**src/logic/mpu_ext_pkg.sv**
```systemverilog
/*
 * MPU external data service package
 * Shared widths, word types, command and port structs and FSM states
 */
package mpu_ext_pkg;

	////////////////////////////// Sizes
	localparam int WIDTH_DATA      = 32;
	localparam int MEM_DEPTH       = 256;
	localparam int WIDTH_ADDR      = 8;
	localparam int BUFF_DEPTH      = 16;	// Also the sender's initial input credits
	localparam int WIDTH_BUFF      = 4;
	localparam int EXT_OUT_CREDITS = 4;
	localparam int WIDTH_CREDIT    = 5;

	// Operation word values
	localparam int OP_LOAD  = 1;
	localparam int OP_STORE = 0;

	////////////////////////////// Word types
	typedef logic [WIDTH_DATA-1:0] data_t;
	typedef logic [WIDTH_ADDR-1:0] addr_t;
	typedef logic [7:0]            len_t;	// Zero encodes 256 words
	typedef logic [WIDTH_BUFF-1:0] buff_ptr_t;

	// One word on either external port
	typedef struct packed {
		logic  valid;
		data_t data;
	} ext_word_t;

	// Decoded four-word command
	typedef struct packed {
		logic  is_load;
		addr_t stride;
		len_t  length;
		addr_t base;
	} ext_cmd_t;

	// Service side of the data memory port
	typedef struct packed {
		logic  req;
		logic  rls;
		logic  wr;
		logic  rd;
		data_t wdata;
	} mem_req_t;

	////////////////////////////// FSM states
	typedef enum logic [2:0] {
		CMD_OP,
		CMD_STRIDE,
		CMD_LENGTH,
		CMD_BASE,
		CMD_RUN
	} cmd_state_e;

	typedef enum logic [2:0] {
		SERV_IDLE,
		SERV_WAIT_GRANT,
		SERV_RUN,
		SERV_DRAIN,
		SERV_RELEASE
	} serv_state_e;

endpackage

```
**src/logic/ext_cmd_decoder.sv**
```systemverilog
/*
 * External command decoder
 * Collects operation, stride, length and base words, holds the command
 * for the service and forwards store data while the command runs
 */
module ext_cmd_decoder
	import mpu_ext_pkg::*;
(
	input  logic       clock,
	input  logic       reset,
	input  ext_word_t  ext_in,
	input  logic       cmd_done,
	output ext_cmd_t   cmd,
	output logic       cmd_valid,
	output ext_word_t  store_in,
	output logic       hdr_credit,
	output logic       busy
);

	cmd_state_e state;
	ext_cmd_t   cmd_q;
	logic       hdr_credit_q;
	logic       st_valid_q;
	data_t      st_data_q;

	assign cmd        = cmd_q;
	assign cmd_valid  = state == CMD_RUN;
	assign hdr_credit = hdr_credit_q;
	assign store_in   = '{valid: st_valid_q, data: st_data_q};

	// High from the first header word through the release cycle
	assign busy = (state != CMD_OP) | ext_in.valid;

	////////////////////////////// Header FSM
	always_ff @(posedge clock) begin
		if (reset) begin
			state <= CMD_OP;
		end else begin
			case (state)
				CMD_OP:     if (ext_in.valid) state <= CMD_STRIDE;
				CMD_STRIDE: if (ext_in.valid) state <= CMD_LENGTH;
				CMD_LENGTH: if (ext_in.valid) state <= CMD_BASE;
				CMD_BASE:   if (ext_in.valid) state <= CMD_RUN;
				CMD_RUN:    if (cmd_done) state <= CMD_OP;
				default:    state <= CMD_OP;
			endcase
		end
	end

	// Header fields, one per accepted word
	always_ff @(posedge clock) begin
		if (ext_in.valid) begin
			case (state)
				CMD_OP:     cmd_q.is_load <= ext_in.data == data_t'(OP_LOAD);
				CMD_STRIDE: cmd_q.stride  <= addr_t'(ext_in.data);
				CMD_LENGTH: cmd_q.length  <= len_t'(ext_in.data);
				CMD_BASE:   cmd_q.base    <= addr_t'(ext_in.data);
				default:    cmd_q         <= cmd_q;
			endcase
		end
	end

	// Header slots come back one cycle after acceptance
	always_ff @(posedge clock) begin
		if (reset) begin
			hdr_credit_q <= 1'b0;
			st_valid_q   <= 1'b0;
		end else begin
			hdr_credit_q <= ext_in.valid & (state != CMD_RUN);
			st_valid_q   <= ext_in.valid & (state == CMD_RUN) & ~cmd_q.is_load;
		end
	end

	always_ff @(posedge clock) begin
		st_data_q <= ext_in.data;
	end

endmodule

```
**config.mk**
```make
export PLATFORM = sky130hd
export DESIGN_NAME = ext_cmd_decoder
export DESIGN_NICKNAME = d
export VERILOG_FILES = /design/src/logic/mpu_ext_pkg.sv /design/src/logic/ext_cmd_decoder.sv
export SDC_FILE = /design/constraint.sdc
export NUM_CORES = 1
export LEC_CHECK = 0
export ABC_AREA = 1
export BUFFER_PORTS_ARGS = -buffer_cell sky130_fd_sc_hd__clkbuf_2
export CAP_MARGIN = 20
export CORE_ASPECT_RATIO = 1.1
export CORE_MARGIN = 1.5
export CORE_UTILIZATION = 43
export CTS_CLUSTER_DIAMETER = 50
export DETAILED_ROUTE_END_ITERATION = 12
export GPL_TIMING_DRIVEN = 0
export PLACE_DENSITY = 0.78
export SYNTH_ARGS = -nofsm -noshare
export SYNTH_HDL_FRONTEND = slang
export SYNTH_SLANG_ARGS = --single-unit
export TNS_END_PERCENT = 20
```
**constraint.sdc**
```tcl
create_clock -name clock -period 2.6 [get_ports clock]
set_clock_uncertainty 0.2 [all_clocks]
set_input_delay 0.52 -clock clock [delete_from_list [all_inputs] [get_ports clock]]
set_output_delay 0.52 -clock clock [all_outputs]
set_load 0.005 [all_outputs]
```
==> impl_results.md <==
* Status: finished, final reports clean
* Crit-path max FO at 7
* I/O Pins at 97
* Final period util at 72.72%
* Post-CTS Setup Bufs at 0
* Hold Crit Class: input pin to flop
* Slew @ Worst Pin at 0.8912 ns
* Worst-Skew Late Latency at 0.32 ns
* Crit path capture type: output pin
* Hold slack at 0.1106 ns
* CP max stage cell: dfxtp_1
* Fraction of registers with async set/reset at 0%
* Final nets at 272
* Initial Utilization at 44.89%
* Slew margin rel. at 40.09%
* Syn_nets at 164
* Hpwl dp at 2479 um
* Core area at 0.003964 mm2
* Number of buffers added on ports at 96
* Pre-CTS setup slack at 0.5898 ns
* # rows at 24
* Critical path, cell by cell: inv_2 > nor2_4 > clkbuf_2
* Post-synthesis cell type count at 15
* Top post-synthesis cells by count: 37 x dfxtp_1, 26 x nor2_1, 25 x edfxtp_1
* Setup CP Type: flop to output pin
* Total Die Area at 0.004533 mm2
* Die width at 64.33 um
* Final hold violation count at 0
* Post-synthesis sequential element count at 62
* Critical path buffers and inverters at 2
* Largest net degree at the start of global routing at 11
* Setup violators final at 0
* Routed wire per std cell at 10.99 um
* Cells after synthesis at 128
* Antenna violations before repair at 0
* Final std cells w/o fill at 293
* Cts hold-fix bufs at 0
* Synth warnings at 0
* DR vias at 1,284
* Ranking of synthesized cells by area: edfxtp_1 42%, dfxtp_1 42%, nor2_1 5.5%, nand2_1 3.4%, nand3_1 1.7%
* RePlAce Congestion at 0.7415
* Final max-slew violation count at 0
* Worst path depth at 3
* Hold path depth at 1
* Register area share after synthesis at 83.83%
* Dpl cells at 277
* Post-synth EDFFs at 25
* Ys flop type: dfxtp_1
* Vias in the first global route at 1,270
* Chip height at 70.47 um
* GRT overflow at 0
* CTS tree: yes
* Vias per Instance at 4.382
* CP delay by family, top: flip-flops
* Share of layout cells above drive strength 1 at 48.55%
* DRC at 0
* Root Buffer: clkbuf_8
* Utilization after layout at 63.48%
* Total global routing track utilization at 15.59%
* Clock Pin Slew Worst Setup and Hold Paths at 0.06 ns
* First-pass DRT Iterations at 6
* Critical path required time at 1.88 ns
* Synthesized cell area at 0.001779 mm2
* ANT nets after route at 0
* Worst setup SP type: flop
* Worst Reg2Reg Path Length in Cells at 2
* P per Cell Area at 750.9 mW/mm2
* Mapped Avg Cell Area at 13.90 um2
* Fmax at 0.5289 GHz
* Antenna Diode Count at 0
* Max-capacitance violation count at 0
* CP arrival at 1.17 ns
* Post-route setup slack at 0.7092 ns
* Post-cts resize count at 0
* Biggest area consumer among synthesized cells: edfxtp_1
* Initial DRC count at 73
* Drt total wl at 3219 um
* Num CTS Buffers at 9
* Longest Clk Path Bufs at 2
* TritonCTS Sinks at 62
* Slowest stage delay, CP at 0.48 ns
* Area grow syn2layout at 41.42%
* H-Tree Depth at 3
* Leak pwr at 1.167 nW
* Post-layout min period at 1.891 ns
* Most common cell in the netlist: dfxtp_1
* RSZ-0062 raised after global routing: false
* Yosys top cell area share at 42.19%
* First-pass GRT wire length at 5181 um
* VDD IR max at 511.7 uV
metal layers:
metal | GRT usage (%) | vias up | part of all wire (%)
li1 | - | 644 | -
met1 | 17.19 | 544 | 41
met2 | 24.54 | 90 | 46
met3 | 6.119 | 6 | 11
met4 | 10.64 | 0 | 1.6
met5 | 0 | - | 0
final cells by class:
cell class,count,area (um2)
multi-input combinational,57,262.8
sequential,62,1491
timing repair buffer,97,488.0
clock inverter,1,5.005
tap,52,65.06
clock buffer,15,166.4
buffer,1,7.507
fill,316,1448
inverter,8,30.03
where the power goes:
| group | total, W | internal, W | leakage, nW | switching, W |
|---|---|---|---|---|
| clock network | 0.000711 | 0.000398 | 0.0877 | 0.000313 |
| registers | 0.00107 | 0.00105 | 0.539 | 0.0000129 |
| logic | 0.000113 | 0.0000539 | 0.540 | 0.0000589 |
through the flow:
stage | area (um2) | power (W) | TNS (ns)
global route | 2516 | 0.001973 | 0
floorplan | 1779 | 0.001119 | 0
global placement | 2325 | 0.001196 | -0.4224
CTS | 2516 | 0.001914 | 0
detailed placement | 2345 | 0.001201 | 0
finish | 2516 | 0.001890 | 0
cell families after synthesis:
kind of cell           after synthesis  share of synthesized area [%]
buffers and inverters                9                          2.110
DFF                                 62                          83.83
and+or+nand+nor                     56                          13.78
AOI/OAI and AO/OA                    1                         0.2810
worst reg2reg max path: stages (launching register included):
cell and delay [ns]:
dfxtp_1 0.43, inv_1 0.11, nor4_2 0.75
worst paths after layout:
check,startpoint,end,slack [ns]
setup / recovery,state[2],cmd_valid,0.71
hold / removal,ext_in[11],st_data_q[11],0.11
setup reg to reg,state[0],cmd[19],0.72
hold reg to reg,cmd[24],st_valid_q,0.28
registers in the layout, indices dropped and copies added (netlist names):
signal / flops
st_data_q: 32
st_valid_q: 1
state: 3
cmd: 25
hdr_credit: 1
layout by cell type, fill, tap and decap left out, drive strengths merged:
master / instances
clkbuf: 111
dfxtp: 37
nor2: 27
edfxtp: 25
nand2: 17
inv: 8
nand3: 6
nor3: 3
nor4: 2
buf: 2
nand3b: 1
a21oi: 1
clkinv: 1
No activity file was read; power rests on OpenSTA's default activity.
