[src/logic/mpu_ext_pkg.sv]
/*
 * MPU external data service package
 * Shared widths, word types, command and port structs and FSM states
 */
package mpu_ext_pkg;

	////////////////////////////// Sizes
	localparam int WIDTH_DATA      = 32;
	localparam int MEM_DEPTH       = 256;
	localparam int WIDTH_ADDR      = 8;
	localparam int BUFF_DEPTH      = 16;	// Also the sender's initial input credits
	localparam int WIDTH_BUFF      = 4;
	localparam int EXT_OUT_CREDITS = 4;
	localparam int WIDTH_CREDIT    = 5;

	// Operation word values
	localparam int OP_LOAD  = 1;
	localparam int OP_STORE = 0;

	////////////////////////////// Word types
	typedef logic [WIDTH_DATA-1:0] data_t;
	typedef logic [WIDTH_ADDR-1:0] addr_t;
	typedef logic [7:0]            len_t;	// Zero encodes 256 words
	typedef logic [WIDTH_BUFF-1:0] buff_ptr_t;

	// One word on either external port
	typedef struct packed {
		logic  valid;
		data_t data;
	} ext_word_t;

	// Decoded four-word command
	typedef struct packed {
		logic  is_load;
		addr_t stride;
		len_t  length;
		addr_t base;
	} ext_cmd_t;

	// Service side of the data memory port
	typedef struct packed {
		logic  req;
		logic  rls;
		logic  wr;
		logic  rd;
		data_t wdata;
	} mem_req_t;

	////////////////////////////// FSM states
	typedef enum logic [2:0] {
		CMD_OP,
		CMD_STRIDE,
		CMD_LENGTH,
		CMD_BASE,
		CMD_RUN
	} cmd_state_e;

	typedef enum logic [2:0] {
		SERV_IDLE,
		SERV_WAIT_GRANT,
		SERV_RUN,
		SERV_DRAIN,
		SERV_RELEASE
	} serv_state_e;

endpackage

[src/logic/ring_buffer.sv]
/*
 * Ring buffer
 * Circular staging store between the external ports and data memory,
 * with live occupancy and full and empty flags
 */
module ring_buffer
	import mpu_ext_pkg::*;
(
	input  logic                clock,
	input  logic                reset,
	input  logic                push,
	input  data_t               push_data,
	input  logic                pop,
	output data_t               pop_data,
	output logic                full,
	output logic                empty,
	output logic [WIDTH_BUFF:0] count
);

	data_t               storage [BUFF_DEPTH];
	buff_ptr_t           wr_ptr;
	buff_ptr_t           rd_ptr;
	logic [WIDTH_BUFF:0] count_q;

	assign pop_data = storage[rd_ptr];	// Head word, no read latency
	assign count    = count_q;
	assign full     = count_q == (WIDTH_BUFF+1)'(BUFF_DEPTH);
	assign empty    = count_q == '0;

	// Pointers wrap at BUFF_DEPTH by their width
	always_ff @(posedge clock) begin
		if (reset) begin
			wr_ptr <= '0;
			rd_ptr <= '0;
		end else begin
			if (push) begin
				wr_ptr <= wr_ptr + 1'b1;
			end
			if (pop) begin
				rd_ptr <= rd_ptr + 1'b1;
			end
		end
	end

	// Occupancy, push with pop leaves it unchanged
	always_ff @(posedge clock) begin
		if (reset) begin
			count_q <= '0;
		end else begin
			case ({push, pop})
				2'b10:   count_q <= count_q + 1'b1;
				2'b01:   count_q <= count_q - 1'b1;
				default: count_q <= count_q;
			endcase
		end
	end

	always_ff @(posedge clock) begin
		if (push) begin
			storage[wr_ptr] <= push_data;
		end
	end

endmodule

[config.mk]
export PLATFORM = sky130hd
export DESIGN_NAME = ring_buffer
export DESIGN_NICKNAME = d
export VERILOG_FILES = /design/src/logic/mpu_ext_pkg.sv /design/src/logic/ring_buffer.sv
export SDC_FILE = /design/constraint.sdc
export NUM_CORES = 1
export LEC_CHECK = 0
export BUFFER_PORTS_ARGS = -buffer_cell sky130_fd_sc_hd__buf_4
export CAP_MARGIN = 20
export CORE_ASPECT_RATIO = 1.5
export CORE_UTILIZATION = 61
export DETAILED_ROUTE_END_ITERATION = 7
export PLACE_DENSITY = 0.79
export SKIP_CTS_REPAIR_TIMING = 1
export SLEW_MARGIN = 20
export SYNTH_ARGS = -nofsm -noshare
export SYNTH_HDL_FRONTEND = slang
export SYNTH_SLANG_ARGS = --single-unit
export TNS_END_PERCENT = 5
[constraint.sdc]
create_clock -name clock -period 2.6 [get_ports clock]
set_input_delay 0.39 -clock clock [delete_from_list [all_inputs] [get_ports clock]]
set_output_delay 0.39 -clock clock [all_outputs]
set_load 0.05 [all_outputs]
==> impl_metrics.json, run 1 <==
{
  "grt_antenna_before_repair": 0,
  "cp_cell_sequence": "buf_4 > clkbuf_16 > mux4_2 > a22oi_1 > nand2_1 > buf_4",
  "clock.fmax_mhz": 341,
  "tightest_slew_ps": 526,
  "worst_slack_ps": -332,
  "ios": 75,
  "hold_viol_final": 0,
  "fin_crit_sh_pct": 113,
  "place.gp.congestion": 0.741,
  "r2r_cells": 3,
  "first_pass_iters": 5,
  "dieWidth_um": 150,
  "fin_skew_ps": 23.9,
  "slew_headroom_pct": 65.0,
  "h-tree-depth": 2,
  "cts_tree": "built",
  "critical_path.max_fanout": 12,
  "powerDensity_nw_per_um2": 760,
  "dr_total_vias": 10400,
  "core_um2": 32500,
  "routed_wl_um": 50000,
  "synth_fp_nets": 943,
  "mostFrequentLayoutCells": "edfxtp_1 (512), mux4_2 (128), buf_4 (86), clkbuf_16 (53), a22oi_2 (38)",
  "track_usage_pct": 28.3,
  "die_h_um": 224,
  "ys_types": 37,
  "fp.dieArea_um2": 33700,
  "start_util_pct": 61.8,
  "power_uw": 18100,
  "synth_area_um2": 20100,
  "crit_cells": 6,
  "ant_nets": 0,
  "grt.overflow.total": 0,
  "clk_pin_slew_worst_paths_ps": 70,
  "syn_inst": 898,
  "drv_slew": 0,
  "dp_hpwl_um": 22300,
  "setup_viol": 32,
  "area_growth_syn_to_layout_pct": 18.6,
  "rrSetupSlack_ps": 730,
  "worstPathRequired_ps": 2210,
  "drc": 0,
  "final_nets": 1096,
  "crit_family": "buffers and inverters",
  "worstSkewPairLatency_ps": 580,
  "fin_cells": 1501,
  "whs_ps": 109,
  "clkSinkCount": 529,
  "rows": 81,
  "seq_area_frac_synth_pct": 78.2,
  "grt_max_degree": 58,
  "peakVddDrop_v": 0.000529,
  "antenna_cells": 0,
  "drv_cap": 0,
  "start_kind": "flop",
  "r2r-start": "wr_ptr[3]$_SDFFE_PP0P_",
  "avgSynthCellArea_um2": 22.4,
  "critPathCaptureType": "output port",
  "grt_pass1_wl_um": 66200,
  "cp.arrival_ps": 2540,
  "cellLeakagePower_uw": 0.00770,
  "cts_root_buffer": "clkbuf_16",
  "finalSetupTns_ps": -5670,
  "crit_type": "reg -> out",
  "worst_path_most_repeated_cell": "buf_4",
  "dp.cells": 1376,
  "portBuffers": 74,
  "violations": "negative setup slack",
  "r2r_end": "storage[10][18]$_DFFE_PP_",
  "slowest_delay_ps": 520,
  "worstHoldEndpoint": "storage[0][7]$_DFFE_PP_",
  "cp_slowest_cell": "mux4_2",
  "hold_path_depth": 1,
  "viasPerCell": 6.94,
  "hold_class": "in -> reg",
  "drive_above_1_share_pct": 38.1,
  "final_common_cell": "edfxtp_1",
  "ys_ff_latch": 529,
  "ys_warn_count": 0,
  "rsz0062_at_grt": "yes",
  "min_from": "push_data[7]",
  "first_global_vias": 10300,
  "cts_buffers": 44,
  "path_buf_inv": 3,
  "min_period_ps": 2930,
  "avgRoutedWirePerCell_um": 33.3,
  "clockBufferDepth": 3,
  "outcome": "complete, but fails checks",
  "drtIter0Drc": 1291
}
per-layer routing:
layer	global-route usage [%]	routed length [um]	up-vias
met2	48.3	26500	803
met5	0	0	-
li1	-	-	4086
met1	36.3	16900	5402
met3	4.36	4780	129
met4	11.8	1870	0
report_power, final:
| group | total (uW) | switching (uW) | internal, uW |
|---|---|---|---|
| sequential | 9550 | 82.4 | 9470 |
| clock | 6440 | 3020 | 3420 |
| combinational | 2120 | 1200 | 921 |
Yosys cell counts:
cell | instances | share of area, %
edfxtp_1 | 512 | 76
mux4_2 | 128 | 14
a22oi_1 | 64 | 2.4
nand2_1 | 39 | 0.73
clkbuf_1 | 21 | 0.39
and2_1 | 17 | 0.53
dfxtp_1 | 17 | 1.7
nor2_1 | 16 | 0.30
buf_1 | 9 | 0.17
buf_4 | 9 | 0.34
ha_1 | 9 | 0.56
xor2_1 | 6 | 0.26
buf_6 | 5 | 0.28
inv_1 | 5 | 0.093
buf_2 | 4 | 0.10
mux2i_1 | 3 | 0.15
nand4_1 | 3 | 0.093
nor3_1 | 3 | 0.075
nor3b_1 | 3 | 0.11
xnor2_1 | 3 | 0.13
a21oi_1 | 2 | 0.050
nand3_1 | 2 | 0.050
nor2b_1 | 2 | 0.062
o21ai_0 | 2 | 0.050
or4_1 | 2 | 0.075
a221oi_1 | 1 | 0.044
a221oi_2 | 1 | 0.075
and3_1 | 1 | 0.031
nand2b_1 | 1 | 0.031
nand4b_1 | 1 | 0.044
nand4bb_1 | 1 | 0.056
nor4b_1 | 1 | 0.044
o221ai_1 | 1 | 0.044
o22ai_1 | 1 | 0.031
or3_1 | 1 | 0.031
or3b_2 | 1 | 0.044
or4b_1 | 1 | 0.050
cell families (layout without fill, tap and decap cells):
kind of cell | Yosys count | count (layout) | share of synthesized area, %
xor+xnor | 9 | 9 | 0.392
buf+inv | 53 | 241 | 1.37
simple gates | 95 | 95 | 2.35
compound gates | 72 | 72 | 2.68
mux | 131 | 131 | 14.5
fa+ha+maj | 9 | 9 | 0.560
flops | 529 | 529 | 78.2
layout make-up:
class                      instances  area, um2
clock inverter                    25        198
inverter                           5       18.8
clock buffer                      56       1170
multi-input combinational        316       4360
fill                            1711       8690
timing repair buffer             155       1850
tap                              415        519
sequential                       529      15700
metrics by stage:
stage	setup WS, ps	util, %	area (um2)
after floorplan	269	-	20100
after global placement	328	66.4	21600
after detailed placement	241	66.4	21600
after CTS	-332	70.6	23000
after global routing	-326	73.3	23800
final	-332	73.3	23800
worst max-delay path by stage:
stage                                       end  startpoint  slack (ps)
final                               pop_data[5]        flop        -330
after global routing                pop_data[5]        flop        -330
after CTS                          pop_data[19]        flop        -330
after detailed placement  count[4]$_SDFFE_PP0P_        push         240
after global placement             pop_data[24]        flop         330
after floorplan           count[4]$_SDFFE_PP0P_        push         270
state kept, by name (all words and copies together), names as in the netlist, named ones only:
signal   cells
storage    512
count        5
rd_ptr       4
wr_ptr       4
No activity file was read; power rests on OpenSTA's default activity.
==> run 2, diff against run 1 <==
clock period = 2.7 ns   (was 2.6 ns; I/O delays follow)
==> run 2 against run 1 <==
The run still ends with negative setup slack left. Wire length is 1.2% higher. Global-route usage is 0.91 points lower. Sequential cell count stayed put. Setup slack better by 190 ps. Die area stayed put. Core utilization is 0.23 points lower. Sequential power is 3.8% lower. Power is 1.5% lower. First-iteration DRC count is 5.2% lower. Critical path depth is 1 higher. Non-clock buffer count is 18 lower. Final area is 0.31% lower. Largest power group unchanged. Highest routed layer unchanged.
==> impl_metrics.json, run 2 (synthesized netlist as in run 1, its figures left out) <==
{
  "fp.dieArea_um2": 33700,
  "start_kind": "flop",
  "p_int_uw": 13700,
  "top_register": "storage",
  "cp_cell_sequence": "buf_12 > buf_8 > clkbuf_16 > mux4_2 > a22oi_2 > nand2_1 > buf_6",
  "drc": 0,
  "clock.fmax_mhz": 352,
  "final_common_cell": "edfxtp_1",
  "powerDensity_nw_per_um2": 750,
  "grt_antenna_before_repair": 2,
  "utilization_pct": 73.0,
  "start_util_pct": 61.8,
  "drive_above_1_share_pct": 37.4,
  "cts_tree": "built",
  "portBuffers": 74,
  "drv_cap": 0,
  "grt_pass1_wl_um": 64100,
  "clockBufferDepth": 3,
  "fin_area_um2": 23800,
  "dieWidth_um": 150,
  "topRoutingLayerUsed": "met4",
  "dr_total_vias": 10200,
  "violations": "negative setup slack",
  "cts_root_buffer": "clkbuf_16",
  "clk_pin_slew_worst_paths_ps": 70,
  "rrSetupSlack_ps": 820,
  "setup_viol": 23,
  "tightest_slew_ps": 573,
  "worst_slack_ps": -140,
  "hold_class": "in -> reg",
  "clkSinkCount": 529,
  "hold_viol_final": 0,
  "place.gp.congestion": 0.726,
  "fin_crit_sh_pct": 105,
  "die_h_um": 224,
  "avgRoutedWirePerCell_um": 34.0,
  "viasPerCell": 6.87,
  "fill_cells": 1715,
  "min_period_ps": 2840,
  "cp_slowest_cell": "mux4_2",
  "slew_headroom_pct": 61.7,
  "drtIter0Drc": 1224,
  "met2_length_um": 26900,
  "cellLeakagePower_uw": 0.00764,
  "power_switching_share_pct": 23.3,
  "drt-met1-wl_um": 16700,
  "switchingPower_uw": 4150,
  "crit_type": "reg -> out",
  "rows": 81,
  "worstPathRequired_ps": 2300,
  "grt.overflow.total": 0,
  "routed_wl_um": 50500,
  "core_um2": 32500,
  "outcome": "complete, but fails checks",
  "power_frac_comb_pct": 11.1,
  "dp_hpwl_um": 23000,
  "ant_nets": 0,
  "track_usage_pct": 27.3,
  "h-tree-depth": 2,
  "drv_slew": 0,
  "cp.arrival_ps": 2440,
  "met3_length_um": 4530,
  "largest_register_ff_count": 512,
  "finalSetupTns_ps": -1400,
  "rsz0062_at_grt": "yes",
  "dpl_cell_area_um2": 21600,
  "critPathCaptureType": "output port",
  "worstSkewPairLatency_ps": 570,
  "first_global_vias": 10300,
  "cts_buffers": 46,
  "clkPwrFrac_pct": 37.4,
  "mostFrequentLayoutCells": "edfxtp_1 (512), mux4_2 (128), buf_4 (73), clkbuf_16 (54), a22oi_2 (39)",
  "critical_path.max_fanout": 7,
  "grt_max_degree": 54,
  "peakVddDrop_v": 0.000573,
  "fin_skew_ps": 21.8,
  "first_pass_iters": 8,
  "final_nets": 1080,
  "slowest_delay_ps": 520,
  "p_seq_share_pct": 51.5,
  "ios": 75,
  "area_growth_syn_to_layout_pct": 18.2
}
run 2: cell types whose count changed in the layout (fill, tap and decap cells not counted), sizes merged:
cell / before / now
clkinv: 17 / 11
clkbuf: 64 / 69
buf: 147 / 130
bufinv: 2 / 5
clkinvlp: 3 / 4
inv: 8 / 7
diode: 0 / 2
run 2: cell type report:
type / count / area (um2) / share of cell area (%)
Inverter: 5 / 18.8 / 0.0790
Sequential cell: 529 / 15700 / 66.2
Antenna cell: 2 / 5.00 / 0.0211
Multi-Input combinational cell: 316 / 4380 / 18.4
Clock buffer: 62 / 1240 / 5.23
Clock inverter: 22 / 249 / 1.05
Timing Repair Buffer: 137 / 1630 / 6.86
Tap cell: 415 / 519 / 2.19
run 2: worst paths after layout:
kind,start,to,cells after the start
setup / recovery,flop,pop_data[9],7
hold / removal,push_data[21],storage[6][21]$_DFFE_PP_,1
setup reg to reg,wr_ptr[3]$_SDFFE_PP0P_,storage[8][18]$_DFFE_PP_,3
hold reg to reg,rd_ptr[1]$_SDFFE_PP0P_,flop,2
run 2: routing by layer:
layer	track usage, %	vias up
met2	47.7	754
li1	-	4065
met4	11.4	0
met3	4.79	159
met5	0	-
met1	33.7	5246
run 2: power groups by stage:
stage / Combinational [uW] / Clock, uW / Sequential, uW
5_1_grt: 2060 / 6960 / 9200
6_report: 1980 / 6660 / 9190
2_1_floorplan: 1110 / 0 / 9390
3_5_place_dp: 1680 / 0 / 9360
3_3_place_gp: 1650 / 0 / 9350
4_1_cts: 1690 / 6620 / 9190
run 2: critical path: cells and delay by family, from the launching register on:
kind,cells,cell delay (ps)
buf+inv,4,630
mux,1,520
flops,1,400
compound gates,1,190
simple gates,1,120
run 2: per-stage QoR:
stage | std cells | hold slack (ps) | total power, uW | worst slack [ps]
floorplan | 898 | 485 | 10500 | 354
global placement | 1381 | 516 | 11000 | 380
detailed placement | 1381 | 535 | 11000 | 327
CTS | 1465 | 119 | 17500 | -286
global route | 1488 | 132 | 18200 | -203
finish | 1488 | 139 | 17800 | -140
