==> src/logic/mpu_ext_pkg.sv <==
/*
 * MPU external data service package
 * Shared widths, word types, command and port structs and FSM states
 */
package mpu_ext_pkg;

	////////////////////////////// Sizes
	localparam int WIDTH_DATA      = 32;
	localparam int MEM_DEPTH       = 256;
	localparam int WIDTH_ADDR      = 8;
	localparam int BUFF_DEPTH      = 16;	// Also the sender's initial input credits
	localparam int WIDTH_BUFF      = 4;
	localparam int EXT_OUT_CREDITS = 4;
	localparam int WIDTH_CREDIT    = 5;

	// Operation word values
	localparam int OP_LOAD  = 1;
	localparam int OP_STORE = 0;

	////////////////////////////// Word types
	typedef logic [WIDTH_DATA-1:0] data_t;
	typedef logic [WIDTH_ADDR-1:0] addr_t;
	typedef logic [7:0]            len_t;	// Zero encodes 256 words
	typedef logic [WIDTH_BUFF-1:0] buff_ptr_t;

	// One word on either external port
	typedef struct packed {
		logic  valid;
		data_t data;
	} ext_word_t;

	// Decoded four-word command
	typedef struct packed {
		logic  is_load;
		addr_t stride;
		len_t  length;
		addr_t base;
	} ext_cmd_t;

	// Service side of the data memory port
	typedef struct packed {
		logic  req;
		logic  rls;
		logic  wr;
		logic  rd;
		data_t wdata;
	} mem_req_t;

	////////////////////////////// FSM states
	typedef enum logic [2:0] {
		CMD_OP,
		CMD_STRIDE,
		CMD_LENGTH,
		CMD_BASE,
		CMD_RUN
	} cmd_state_e;

	typedef enum logic [2:0] {
		SERV_IDLE,
		SERV_WAIT_GRANT,
		SERV_RUN,
		SERV_DRAIN,
		SERV_RELEASE
	} serv_state_e;

endpackage

==> src/logic/data_service.sv <==
/*
 * Data service engines
 * Store moves external words through the ring buffer into data memory,
 * load reads strided words back through the buffer to the output port
 */
module data_service
	import mpu_ext_pkg::*;
(
	input  logic                clock,
	input  logic                reset,
	input  ext_cmd_t            cmd,
	input  logic                cmd_valid,
	input  ext_word_t           store_in,
	input  logic                hdr_credit,
	input  logic                ext_out_credit,
	input  logic                mem_grant,
	input  data_t               mem_rdata,
	input  data_t               pop_data,
	input  logic                full,
	input  logic                empty,
	input  logic [WIDTH_BUFF:0] count,
	output logic                cmd_done,
	output ext_word_t           ext_out,
	output logic                ext_in_credit,
	output mem_req_t            mem_req,
	output logic                push,
	output data_t               push_data,
	output logic                pop
);

	serv_state_e             state;
	len_t                    last_idx;
	len_t                    mem_cnt;	// Writes for store, reads for load
	len_t                    out_cnt;	// Words sent on a load
	logic                    mem_last;
	logic                    out_last;
	logic                    rd_q;	// Read in flight
	logic                    in_credit_q;
	logic [WIDTH_CREDIT-1:0] out_credits;
	logic [WIDTH_BUFF:0]     occupied;
	logic                    rd_room;
	logic                    wr_strobe;
	logic                    rd_strobe;
	logic                    out_pop;
	logic                    out_valid_q;
	data_t                   out_data_q;

	// Length zero wraps to index 255, i.e. 256 words
	assign last_idx = cmd.length - 1'b1;
	assign mem_last = mem_cnt == last_idx;
	assign out_last = out_cnt == last_idx;

	// Buffer space has to cover the word still coming back from memory
	assign occupied = count + {{WIDTH_BUFF{1'b0}}, rd_q};
	assign rd_room  = ~full & (occupied < (WIDTH_BUFF+1)'(BUFF_DEPTH));

	assign wr_strobe = (state == SERV_RUN) & ~cmd.is_load & ~empty;
	assign rd_strobe = (state == SERV_RUN) & cmd.is_load & rd_room;
	assign out_pop   = ((state == SERV_RUN) | (state == SERV_DRAIN)) & cmd.is_load
		& ~empty & (out_credits != '0);

	////////////////////////////// Buffer and port drive
	assign push      = store_in.valid | rd_q;
	assign push_data = rd_q ? mem_rdata : store_in.data;
	assign pop       = wr_strobe | out_pop;

	assign mem_req = '{
		req:   state == SERV_WAIT_GRANT,
		rls:   state == SERV_RELEASE,
		wr:    wr_strobe,
		rd:    rd_strobe,
		wdata: pop_data
	};

	assign cmd_done      = state == SERV_RELEASE;
	assign ext_in_credit = hdr_credit | in_credit_q;	// Never coincide
	assign ext_out       = '{valid: out_valid_q, data: out_data_q};

	////////////////////////////// Service FSM
	always_ff @(posedge clock) begin
		if (reset) begin
			state <= SERV_IDLE;
		end else begin
			case (state)
				SERV_IDLE: begin
					if (cmd_valid) state <= SERV_WAIT_GRANT;
				end
				SERV_WAIT_GRANT: begin
					if (mem_grant) state <= SERV_RUN;
				end
				SERV_RUN: begin
					if (wr_strobe & mem_last) begin
						state <= SERV_RELEASE;
					end else if (rd_strobe & mem_last) begin
						state <= SERV_DRAIN;	// Last read issued
					end
				end
				SERV_DRAIN: begin
					if (out_pop & out_last) state <= SERV_RELEASE;
				end
				default: state <= SERV_IDLE;
			endcase
		end
	end

	// Word counters, cleared between commands
	always_ff @(posedge clock) begin
		if (reset || state == SERV_IDLE) begin
			mem_cnt <= '0;
			out_cnt <= '0;
		end else begin
			if (wr_strobe | rd_strobe) begin
				mem_cnt <= mem_cnt + 1'b1;
			end
			if (out_pop) begin
				out_cnt <= out_cnt + 1'b1;
			end
		end
	end

	// Output credits, spent per word and returned by the receiver
	always_ff @(posedge clock) begin
		if (reset) begin
			out_credits <= WIDTH_CREDIT'(EXT_OUT_CREDITS);
		end else begin
			case ({ext_out_credit, out_pop})
				2'b10:   out_credits <= out_credits + 1'b1;
				2'b01:   out_credits <= out_credits - 1'b1;
				default: out_credits <= out_credits;
			endcase
		end
	end

	always_ff @(posedge clock) begin
		if (reset) begin
			rd_q        <= 1'b0;
			in_credit_q <= 1'b0;
			out_valid_q <= 1'b0;
		end else begin
			rd_q        <= rd_strobe;
			in_credit_q <= wr_strobe;	// Slot freed once written to memory
			out_valid_q <= out_pop;
		end
	end

	always_ff @(posedge clock) begin
		out_data_q <= pop_data;
	end

endmodule

==> config.mk <==
export PLATFORM = sky130hd
export DESIGN_NAME = data_service
export DESIGN_NICKNAME = d
export VERILOG_FILES = /design/src/logic/mpu_ext_pkg.sv /design/src/logic/data_service.sv
export SDC_FILE = /design/constraint.sdc
export NUM_CORES = 1
export LEC_CHECK = 0
export ABC_AREA = 1
export ABC_CLOCK_PERIOD_IN_PS = 2600
export BUFFER_PORTS_ARGS = -buffer_cell sky130_fd_sc_hd__clkbuf_2
export CAP_MARGIN = 10
export CORE_MARGIN = 5
export CORE_UTILIZATION = 37
export CTS_CLUSTER_DIAMETER = 50
export DETAILED_ROUTE_END_ITERATION = 7
export GPL_TIMING_DRIVEN = 0
export PLACE_DENSITY_LB_ADDON = 0.2
export SLEW_MARGIN = 15
export SYNTH_ARGS = -nofsm -noshare
export SYNTH_HDL_FRONTEND = slang
export SYNTH_SLANG_ARGS = --single-unit
==> constraint.sdc <==
create_clock -name clock -period 2.6 [get_ports clock]
set_clock_uncertainty 0.2 [all_clocks]
set_input_delay 0.52 -clock clock [delete_from_list [all_inputs] [get_ports clock]]
set_output_delay 0.52 -clock clock [all_outputs]
set_load 0.02 [all_outputs]
==> results of run 1 <==
==> registers in the layout, summed over array words and instances (netlist names) <==
register / cells
in_credit_q: 1
state: 3
out_data_q: 32
mem_cnt: 8
out_cnt: 8
rd_q: 1
out_valid_q: 1
out_credits: 5
==> layer usage <==
layer | wire length (um) | vias up
met5 | 0 | -
met4 | 129 | 0
met3 | 1320 | 11
met2 | 5100 | 178
met1 | 3410 | 1579
li1 | - | 1869
==> stage by stage <==
stage,worst slack [ns],setup TNS (ns),power [W]
floorplan,0.108,0,0.00157
global route,-0.0274,-0.0274,0.00307
global placement,-0.260,-0.327,0.00185
CTS,0.0560,0,0.00293
finish,0.157,0,0.00291
detailed placement,-0.306,-0.411,0.00186
==> layout make-up <==
type / count / share of cell area (%)
plain buffers: 47 / 6.83
clock inverters: 4 / 2.06
multi-input cells: 299 / 32.5
inverters: 51 / 4.04
well taps: 108 / 2.85
flip-flops and latches: 59 / 25.0
clock buffers: 11 / 3.19
repair buffers: 223 / 23.6
==> power by group <==
group	internal [W]	total (W)	switching [W]
clock	0.000684	0.00105	0.000368
combinational	0.000332	0.000847	0.000515
sequential	0.000969	0.00101	0.0000426
==> cell families (layout without fill, tap and decap cells) <==
family,count (synthesis),after routing,share of synthesized area (%)
buffers and inverters,98,336,16.0
AND/OR/NAND/NOR,244,244,33.7
AO/OA/AOI/OAI,38,38,6.76
flip-flops,59,59,36.9
XOR/XNOR,9,9,3.32
adder cells (fa/ha/maj),8,8,3.36
==> cell usage in the layout, fill, tap and decap left out, types with 3 or more instances in the layout <==
cell,netlist,final
nor3_1,11,10
buf_4,38,38
bufinv_16,0,3
dfxtp_1,59,57
nor2_1,27,26
nand2_2,5,5
a21oi_1,16,16
o21ai_2,3,3
o21ai_0,12,11
nand2_1,142,142
inv_1,48,48
nand4_1,6,6
clkbuf_2,0,222
xor2_1,6,6
nor2_2,7,8
ha_1,7,6
clkbuf_1,8,8
clkbuf_8,0,11
nand3_1,36,36
==> what timing repair did <==
action | in CTS | in global routing
buffers inserted | 0 | 1
pin swaps | 0 | 1
gates cloned | 0 | 0
resized for setup | 4 | 7
endpoints found under the hold margin | 0 | 0
endpoints found under the setup margin | 1 | 1
==> final timing paths <==
path / startpoint / to / cells after the start / slack [ns]
setup / recovery: state[2] / out_credits[4] / 14 / 0.16
setup reg to reg: state[2] / out_credits[4] / 14 / 0.16
hold / removal: pop_data[17] / out_data_q[17] / 1 / 0.1
hold reg to reg: out_credits[4] / out_credits[4] / 1 / 0.26
==> impl_metrics.yaml, run 1 <==
run_status:
  outcome: "finished clean"
synthesis:
  ys_async_sr_fraction_pct: 0
  synth_top_area_share_pct: 36.9
  synth_enable_flop_cells: 0
  ys_seq_area_share_pct: 36.9
  ys_ff_latch: 59
  syn_inst: 456
  synth_most_common_cell: "nand2_1"
  syn_area_um2: 3200
  synth_area_leaders: "dfxtp_1 (37%), nand2_1 (17%), buf_4 (8.9%)"
  avgSynthCellArea_um2: 7.02
  ys_warn_count: 0
  yosysTopAreaCell: "dfxtp_1"
  synthFlopType: "dfxtp_1"
  syn_nets: 599
  synth_common_cells: "nand2_1 (142), dfxtp_1 (59), inv_1 (48), buf_4 (38), nand3_1 (36)"
  ys_types: 35
place:
  placedInstanceArea_um2: 4450
  port_buffers: 222
  dpl.cell_count: 786
  gp_congestion: 0.838
  hpwlAfterDp_mm: 8.38
worst_setup_path:
  cpMostUsedCell: "nand2_1"
  path_cells: "inv_1 -> nand3_1 -> nor2_2 -> and2_4 -> buf_6 -> ha_4 -> ha_1 -> nand2_1 -> nand2_1 -> a31oi_2 -> nor2_1 -> nor3_2 -> o21ai_1 -> a21oi_1"
  crit_buf_inv: 2
  arrival_ns: 2.51
  critPathLaunchType: "flop"
  endpoint_kind: "flop"
  critPathKind: "flop to flop"
  path_delay_family: "simple AND/OR/NAND/NOR gates"
  crit_required_ns: 2.67
  crit_fanout: 8
  max_stage_delay_ns: 0.33
  cp_slowest_cell: "dfxtp_2"
global_route:
  grt-ovfl-total: 0
  grt_max_degree: 11
  use_met3_pct: 7.31
  grt_first_pass_wirelength_mm: 15.3
  met2_usage_pct: 36.0
  top_usage_layer: "met2"
  antenna_found_initial: 0
  track_usage_pct: 18.4
  first_global_vias: 3575
  grt_util_met1_pct: 17.2
job:
  maxCapViolCount: 0
sta:
  period_minus_slack_ns: 2.44
  final.period_utilization_pct: 94.0
  relSlewSlack_pct: 70.8
  fmax_mhz: 409
  final_max_slew_viol_count: 0
  worstMarginPinSlew_ns: 0.438
  hold_slack_ns: 0.0959
  hold_viol: 0
  setup_viol: 0
floorplanning:
  ios: 240
  core_um2: 8590
  dieHeight_um: 103
  dieArea_um2: 10600
  num_rows: 34
  die_w_um: 103
  initial_utilization_pct: 37.3
clock_tree:
  cts_hold_buf: 0
  clk_pin_slew_ns: 0.07
  clockBufferDepth: 2
  cts_buffers: 9
  root_buffer: "clkbuf_8"
  cts_tree: "done"
  h-tree-depth: 3
  cts.sinks: 59
  clock_latency_ns: 0.34
route:
  drt-initial-drc-count: 107
  vias: 3637
  drt_wl_total_mm: 9.96
  drt-pass1-iter-count: 4
  drc: 0
  antenna_left: 0
  viasPerCell: 4.53
  wl_per_cell_um: 12.4
power_and_ir_drop:
  vdd_drop_max_v: 0.000360
  p_per_area_nw_per_um2: 614
  leakage_nw: 2.69
layout:
  n_fill_cell: 839
  ff_latch_area_um2: 1180
  diodes: 0
  layout.nets: 833
  stdcell_area_um2: 4740
  fin_util_pct: 55.2
  multi_input_area_um2: 1540
  synthToLayoutAreaGrowth_pct: 48.1
  stdcell_count: 802
  drive_gt1_share_pct: 44.5
worst_hold_path:
  min_path_type: "input pin to flop"
(Power assumes the default switching activity.)
==> run 2, diff against run 1 <==
--- a/config.mk
+++ b/config.mk
@@ -11,9 +11,9 @@
 export CAP_MARGIN = 10
 export CORE_MARGIN = 5
 export CORE_UTILIZATION = 37
-export CTS_CLUSTER_DIAMETER = 50
 export DETAILED_ROUTE_END_ITERATION = 7
 export GPL_TIMING_DRIVEN = 0
+export MAX_ROUTING_LAYER = met4
 export PLACE_DENSITY_LB_ADDON = 0.2
 export SLEW_MARGIN = 15
 export SYNTH_ARGS = -nofsm -noshare
==> run 2 against run 1 <==
  * Total power about the same
  * Register-to-register slack is essentially flat
  * Combinational power hardly changed
  * Fmax decreased by 0.10%
  * Non-clock buffer count unchanged
  * Largest cell class unchanged
  * Highest routed layer unchanged
==> impl_metrics.yaml, run 2 (synthesis results as in run 1) <==
run_status:
  outcome: "finished clean"
worst_setup_path:
  cp_slowest_cell: "dfxtp_2"
  ff2ff_path_depth: 14
  arrival_ns: 2.51
  max_stage_delay_ns: 0.33
  critPathLaunchType: "flop"
  r2r_setup_slack_ns: 0.15
  r2r_end: "out_credits[4]"
  timing.rr.start: "state[2]"
  path_cells: "inv_1 -> nand3_1 -> nor2_2 -> and2_4 -> buf_6 -> ha_4 -> ha_1 -> nand2_1 -> nand2_1 -> a31oi_2 -> nor2_1 -> nor3_2 -> o21ai_1 -> a21oi_1"
  crit_required_ns: 2.67
  path_delay_family: "simple AND/OR/NAND/NOR gates"
  crit_fanout: 8
  critPathKind: "flop to flop"
  crit_buf_inv: 2
  endpoint_kind: "flop"
  cpMostUsedCell: "nand2_1"
layout:
  layout_common_cells: "clkbuf_2 (222), nand2_1 (142), dfxtp_1 (57)"
  largestRegisters: "out_data_q x32, mem_cnt x8, out_cnt x8"
  largest_reg_flops: 32
  diodes: 0
  multi_input_area_um2: 1540
  fin_util_pct: 55.2
  ff_latch_area_um2: 1180
  synthToLayoutAreaGrowth_pct: 48.1
  mostFrequentLayoutCell: "clkbuf_2"
  layout.nets: 833
  n_fill_cell: 839
  drive_gt1_share_pct: 44.5
  regMostFlops: "out_data_q"
floorplanning:
  dieHeight_um: 103
  core_um2: 8590
  ios: 240
  num_rows: 34
  dieArea_um2: 10600
  die_w_um: 103
  initial_utilization_pct: 37.3
power_and_ir_drop:
  combPwrFrac_pct: 29.1
  switching_share_pct: 31.8
  vdd_drop_max_v: 0.000361
  p_switching_w: 0.000926
  pwr-share-clk_pct: 36.1
  leakage_nw: 2.69
  p_per_area_nw_per_um2: 614
  seqPwrFrac_pct: 34.7
  power_w: 0.00291
  intPower_w: 0.00198
route:
  drc: 0
  drt-initial-drc-count: 115
  vias: 3620
  drt_wl_total_mm: 9.95
  drt-pass1-iter-count: 4
  wl_per_cell_um: 12.4
  viasPerCell: 4.51
  antenna_left: 0
clock_tree:
  root_buffer: "clkbuf_8"
  cts_hold_buf: 0
  cts_tree: "done"
  clockBufferDepth: 2
  clock_latency_ns: 0.34
  cts_buffers: 9
  cts.sinks: 59
  clk_pin_slew_ns: 0.07
  h-tree-depth: 3
global_route:
  grt-ovfl-total: 0
  track_usage_pct: 18.9
  grt_max_degree: 11
  antenna_found_initial: 0
  first_global_vias: 3586
  grt_first_pass_wirelength_mm: 15.2
place:
  gp_congestion: 0.851
  port_buffers: 222
  hpwlAfterDp_mm: 8.38
sta:
  setup_tns_ns: 0
  final.period_utilization_pct: 94.1
  period_minus_slack_ns: 2.45
  setup_viol: 0
  worstMarginPinSlew_ns: 0.439
  final_max_slew_viol_count: 0
  hold_viol: 0
  fmax_mhz: 409
  relSlewSlack_pct: 70.8
worst_hold_path:
  hp-start: "pop_data[16]"
  whs_endpoint: "out_data_q[16]"
  min_path_type: "input pin to flop"
  hold_path_depth: 1
job:
  maxCapViolCount: 0
[run 2: stage by stage]
stage               hold WS (ns)  std cells  setup WS [ns]  instance area [um^2]
global placement           0.240        786         -0.260                  4450
CTS                       0.0735        801         0.0560                  4710
finish                    0.0960        802          0.154                  4740
global route              0.0719        802        -0.0274                  4740
floorplan                  0.222        456          0.108                  3200
detailed placement         0.237        786         -0.306                  4450
[run 2: worst reg2reg max path: cells and delay by family, from the launching register on]
kind	cells	cell delay, ns
simple gates	7	0.86
fa+ha+maj	2	0.43
compound gates	3	0.36
flops	1	0.33
buf+inv	2	0.22
[run 2: area by class of cell]
class                   count  area share [%]
multi-input cells         299            32.5
flip-flops and latches     59            25.0
repair buffers            223            23.6
plain buffers              47            6.83
inverters                  51            4.04
clock buffers              11            3.19
well taps                 108            2.85
clock inverters             4            2.06
[run 2: worst max path at each step]
stage | startpoint | endpoint | slack (ns) | depth (start not counted)
2_1_floorplan | cmd[24] | out_credits[4] | 0.11 | 14
3_3_place_gp | cmd[24] | out_credits[4] | -0.26 | 15
3_5_place_dp | cmd[24] | out_credits[4] | -0.31 | 15
4_1_cts | state[2] | out_credits[4] | 0.06 | 15
5_1_grt | state[2] | out_credits[4] | -0.03 | 15
6_report | state[2] | out_credits[4] | 0.15 | 14
[run 2: repair_timing]
action / 4_1_cts / 5_1_grt
setup endpoints to repair: 1 / 1
cloned: 0 / 0
pin swaps: 0 / 1
gates resized for setup: 4 / 7
buffers inserted: 0 / 1
[run 2: layer usage]
metal / vias up / global-route usage, % / routed length, um
li1: 1868 / - / -
met1: 1568 / 18.3 / 3610
met2: 173 / 36.0 / 5100
met3: 11 / 5.48 / 1110
met4: 0 / 5.78 / 129
met5: - / - / 0
[run 2: power groups by stage]
stage / Combinational (W) / Sequential (W) / Clock, W
after detailed placement: 0.000835 / 0.00103 / 0
after global placement: 0.000825 / 0.00103 / 0
after global routing: 0.000944 / 0.00102 / 0.00111
after CTS: 0.000844 / 0.00101 / 0.00107
after floorplan: 0.000515 / 0.00106 / 0
final: 0.000848 / 0.00101 / 0.00105
==> run 3, diff against run 2 <==
--- a/config.mk
+++ b/config.mk
@@ -9,7 +9,6 @@
 export ABC_CLOCK_PERIOD_IN_PS = 2600
 export BUFFER_PORTS_ARGS = -buffer_cell sky130_fd_sc_hd__clkbuf_2
 export CAP_MARGIN = 10
-export CORE_MARGIN = 5
 export CORE_UTILIZATION = 37
 export DETAILED_ROUTE_END_ITERATION = 7
 export GPL_TIMING_DRIVEN = 0
==> run 3 against run 2 <==
  * Sequential share of layout area barely moved
  * Non-clock buffer count rose by 2
  * Fmax rose by 0.58%
  * Sequential power barely moved
  * Critical path depth fell by 7
  * Register-to-register slack improved by 0.03 ns
  * Hold slack got worse by 0.0073 ns
  * Worst setup slack improved by 0.014 ns
  * Via count fell by 0.75%
  * Total power fell by 3.0%
  * Largest cell class unchanged
==> impl_metrics.yaml, run 3 (synthesis results as in run 1) <==
floorplanning:
  dieArea_um2: 9030
  core_um2: 8300
  ios: 240
  num_rows: 33
  die_w_um: 95.0
  initial_utilization_pct: 38.6
  dieHeight_um: 95.0
layout:
  largestRegisters: "out_data_q x32, mem_cnt x8, out_cnt x8"
  diodes: 0
  drive_gt1_share_pct: 45.3
  regMostFlops: "out_data_q"
  layout_common_cells: "clkbuf_2 (222), nand2_1 (142), dfxtp_1 (56)"
  synthToLayoutAreaGrowth_pct: 48.7
  mostFrequentLayoutCell: "clkbuf_2"
  fin_util_pct: 57.3
  layout.nets: 835
  largest_reg_flops: 32
clock_tree:
  clockBufferDepth: 2
  h-tree-depth: 3
  root_buffer: "clkbuf_8"
  clock_latency_ns: 0.34
  cts.sinks: 59
  clk_pin_slew_ns: 0.07
  cts_tree: "done"
  cts_buffers: 9
worst_setup_path:
  arrival_ns: 1.71
  critPathKind: "flop to output pin"
  critPathLaunchType: "flop"
  path_cells: "inv_4 -> nand3_4 -> nor3_1 -> nand3_1 -> inv_1 -> buf_4 -> clkbuf_2"
  path_delay_family: "simple AND/OR/NAND/NOR gates"
  max_stage_delay_ns: 0.36
  crit_buf_inv: 4
  crit_fanout: 4
  endpoint_kind: "output pin"
  crit_required_ns: 1.88
  cp_slowest_cell: "dfxtp_4"
power_and_ir_drop:
  combPwrFrac_pct: 30.4
  p_per_area_nw_per_um2: 594
  vdd_drop_max_v: 0.000401
  power_w: 0.00283
  seqPwrFrac_pct: 36.2
  intPower_w: 0.00188
  p_switching_w: 0.000945
  switching_share_pct: 33.4
  pwr-share-clk_pct: 33.4
  leakage_nw: 2.69
place:
  hpwlAfterDp_mm: 7.77
  port_buffers: 222
  place_ws_ns: -0.324
  gp_congestion: 0.904
route:
  drt-pass1-iter-count: 5
  wl_per_cell_um: 11.7
  viasPerCell: 4.48
  drt_wl_total_mm: 9.42
  drt-initial-drc-count: 130
  drc: 0
  vias: 3593
  antenna_left: 0
sta:
  worstMarginPinSlew_ns: 0.434
  setup_viol: 0
  fmax_mhz: 411
  hold_viol: 0
  setup_ws_ns: 0.168
  final.period_utilization_pct: 93.5
  period_minus_slack_ns: 2.43
  relSlewSlack_pct: 71.1
  final_max_slew_viol_count: 0
  hold_slack_ns: 0.0888
  rsz0062_at_grt: "false"
  setup_tns_ns: 0
run_status:
  outcome: "finished clean"
job:
  maxCapViolCount: 0
global_route:
  track_usage_pct: 21.3
  first_global_vias: 3354
  grt_max_degree: 12
  antenna_found_initial: 0
  grt-ovfl-total: 0
  grt_first_pass_wirelength_mm: 14.5
worst_hold_path:
  min_path_type: "input pin to flop"
## run 3: final timing paths
check	slack, ns	cells past startpoint	startpoint	end
hold / removal	0.09	1	pop_data[3]	out_data_q[3]
setup / recovery	0.17	7	state[2]	mem_req[32]
hold reg to reg	0.26	1	out_credits[4]	out_credits[4]
setup reg to reg	0.18	15	state[2]	out_credits[4]
## run 3: what timing repair did
item                       4_1_cts  5_1_grt
resized for setup                5       16
setup endpoints to repair        1        3
pin swaps                        0        6
hold buffers                     0        0
buffers inserted                 0        3
## run 3: layout make-up
type	instances	area (um^2)
timing repair buffer	225	1130
sequential	59	1190
inverter	51	194
fill	800	3540
buffer	47	328
tap	105	131
clock buffer	10	138
multi-input combinational	299	1560
clock inverter	6	88.8
## run 3: per-stage QoR
step           std cells  instance area (um^2)
4_1_cts              799                  4690
3_5_place_dp         783                  4440
5_1_grt              802                  4760
3_3_place_gp         783                  4440
6_report             802                  4760
2_1_floorplan        456                  3200
## run 3: power by group through the flow
stage | Clock, W | Combinational, W | Sequential, W
floorplan | 0 | 0.000515 | 0.00106
CTS | 0.000962 | 0.000838 | 0.00101
global placement | 0 | 0.000817 | 0.00103
detailed placement | 0 | 0.000828 | 0.00103
finish | 0.000944 | 0.000859 | 0.00102
global route | 0.00100 | 0.000959 | 0.00103
## run 3: metal layers
metal	global-route usage, %	wire (um)
met2	36.4	4690
met4	8.33	176
met3	5.90	709
met5	-	0
met1	23.5	3850
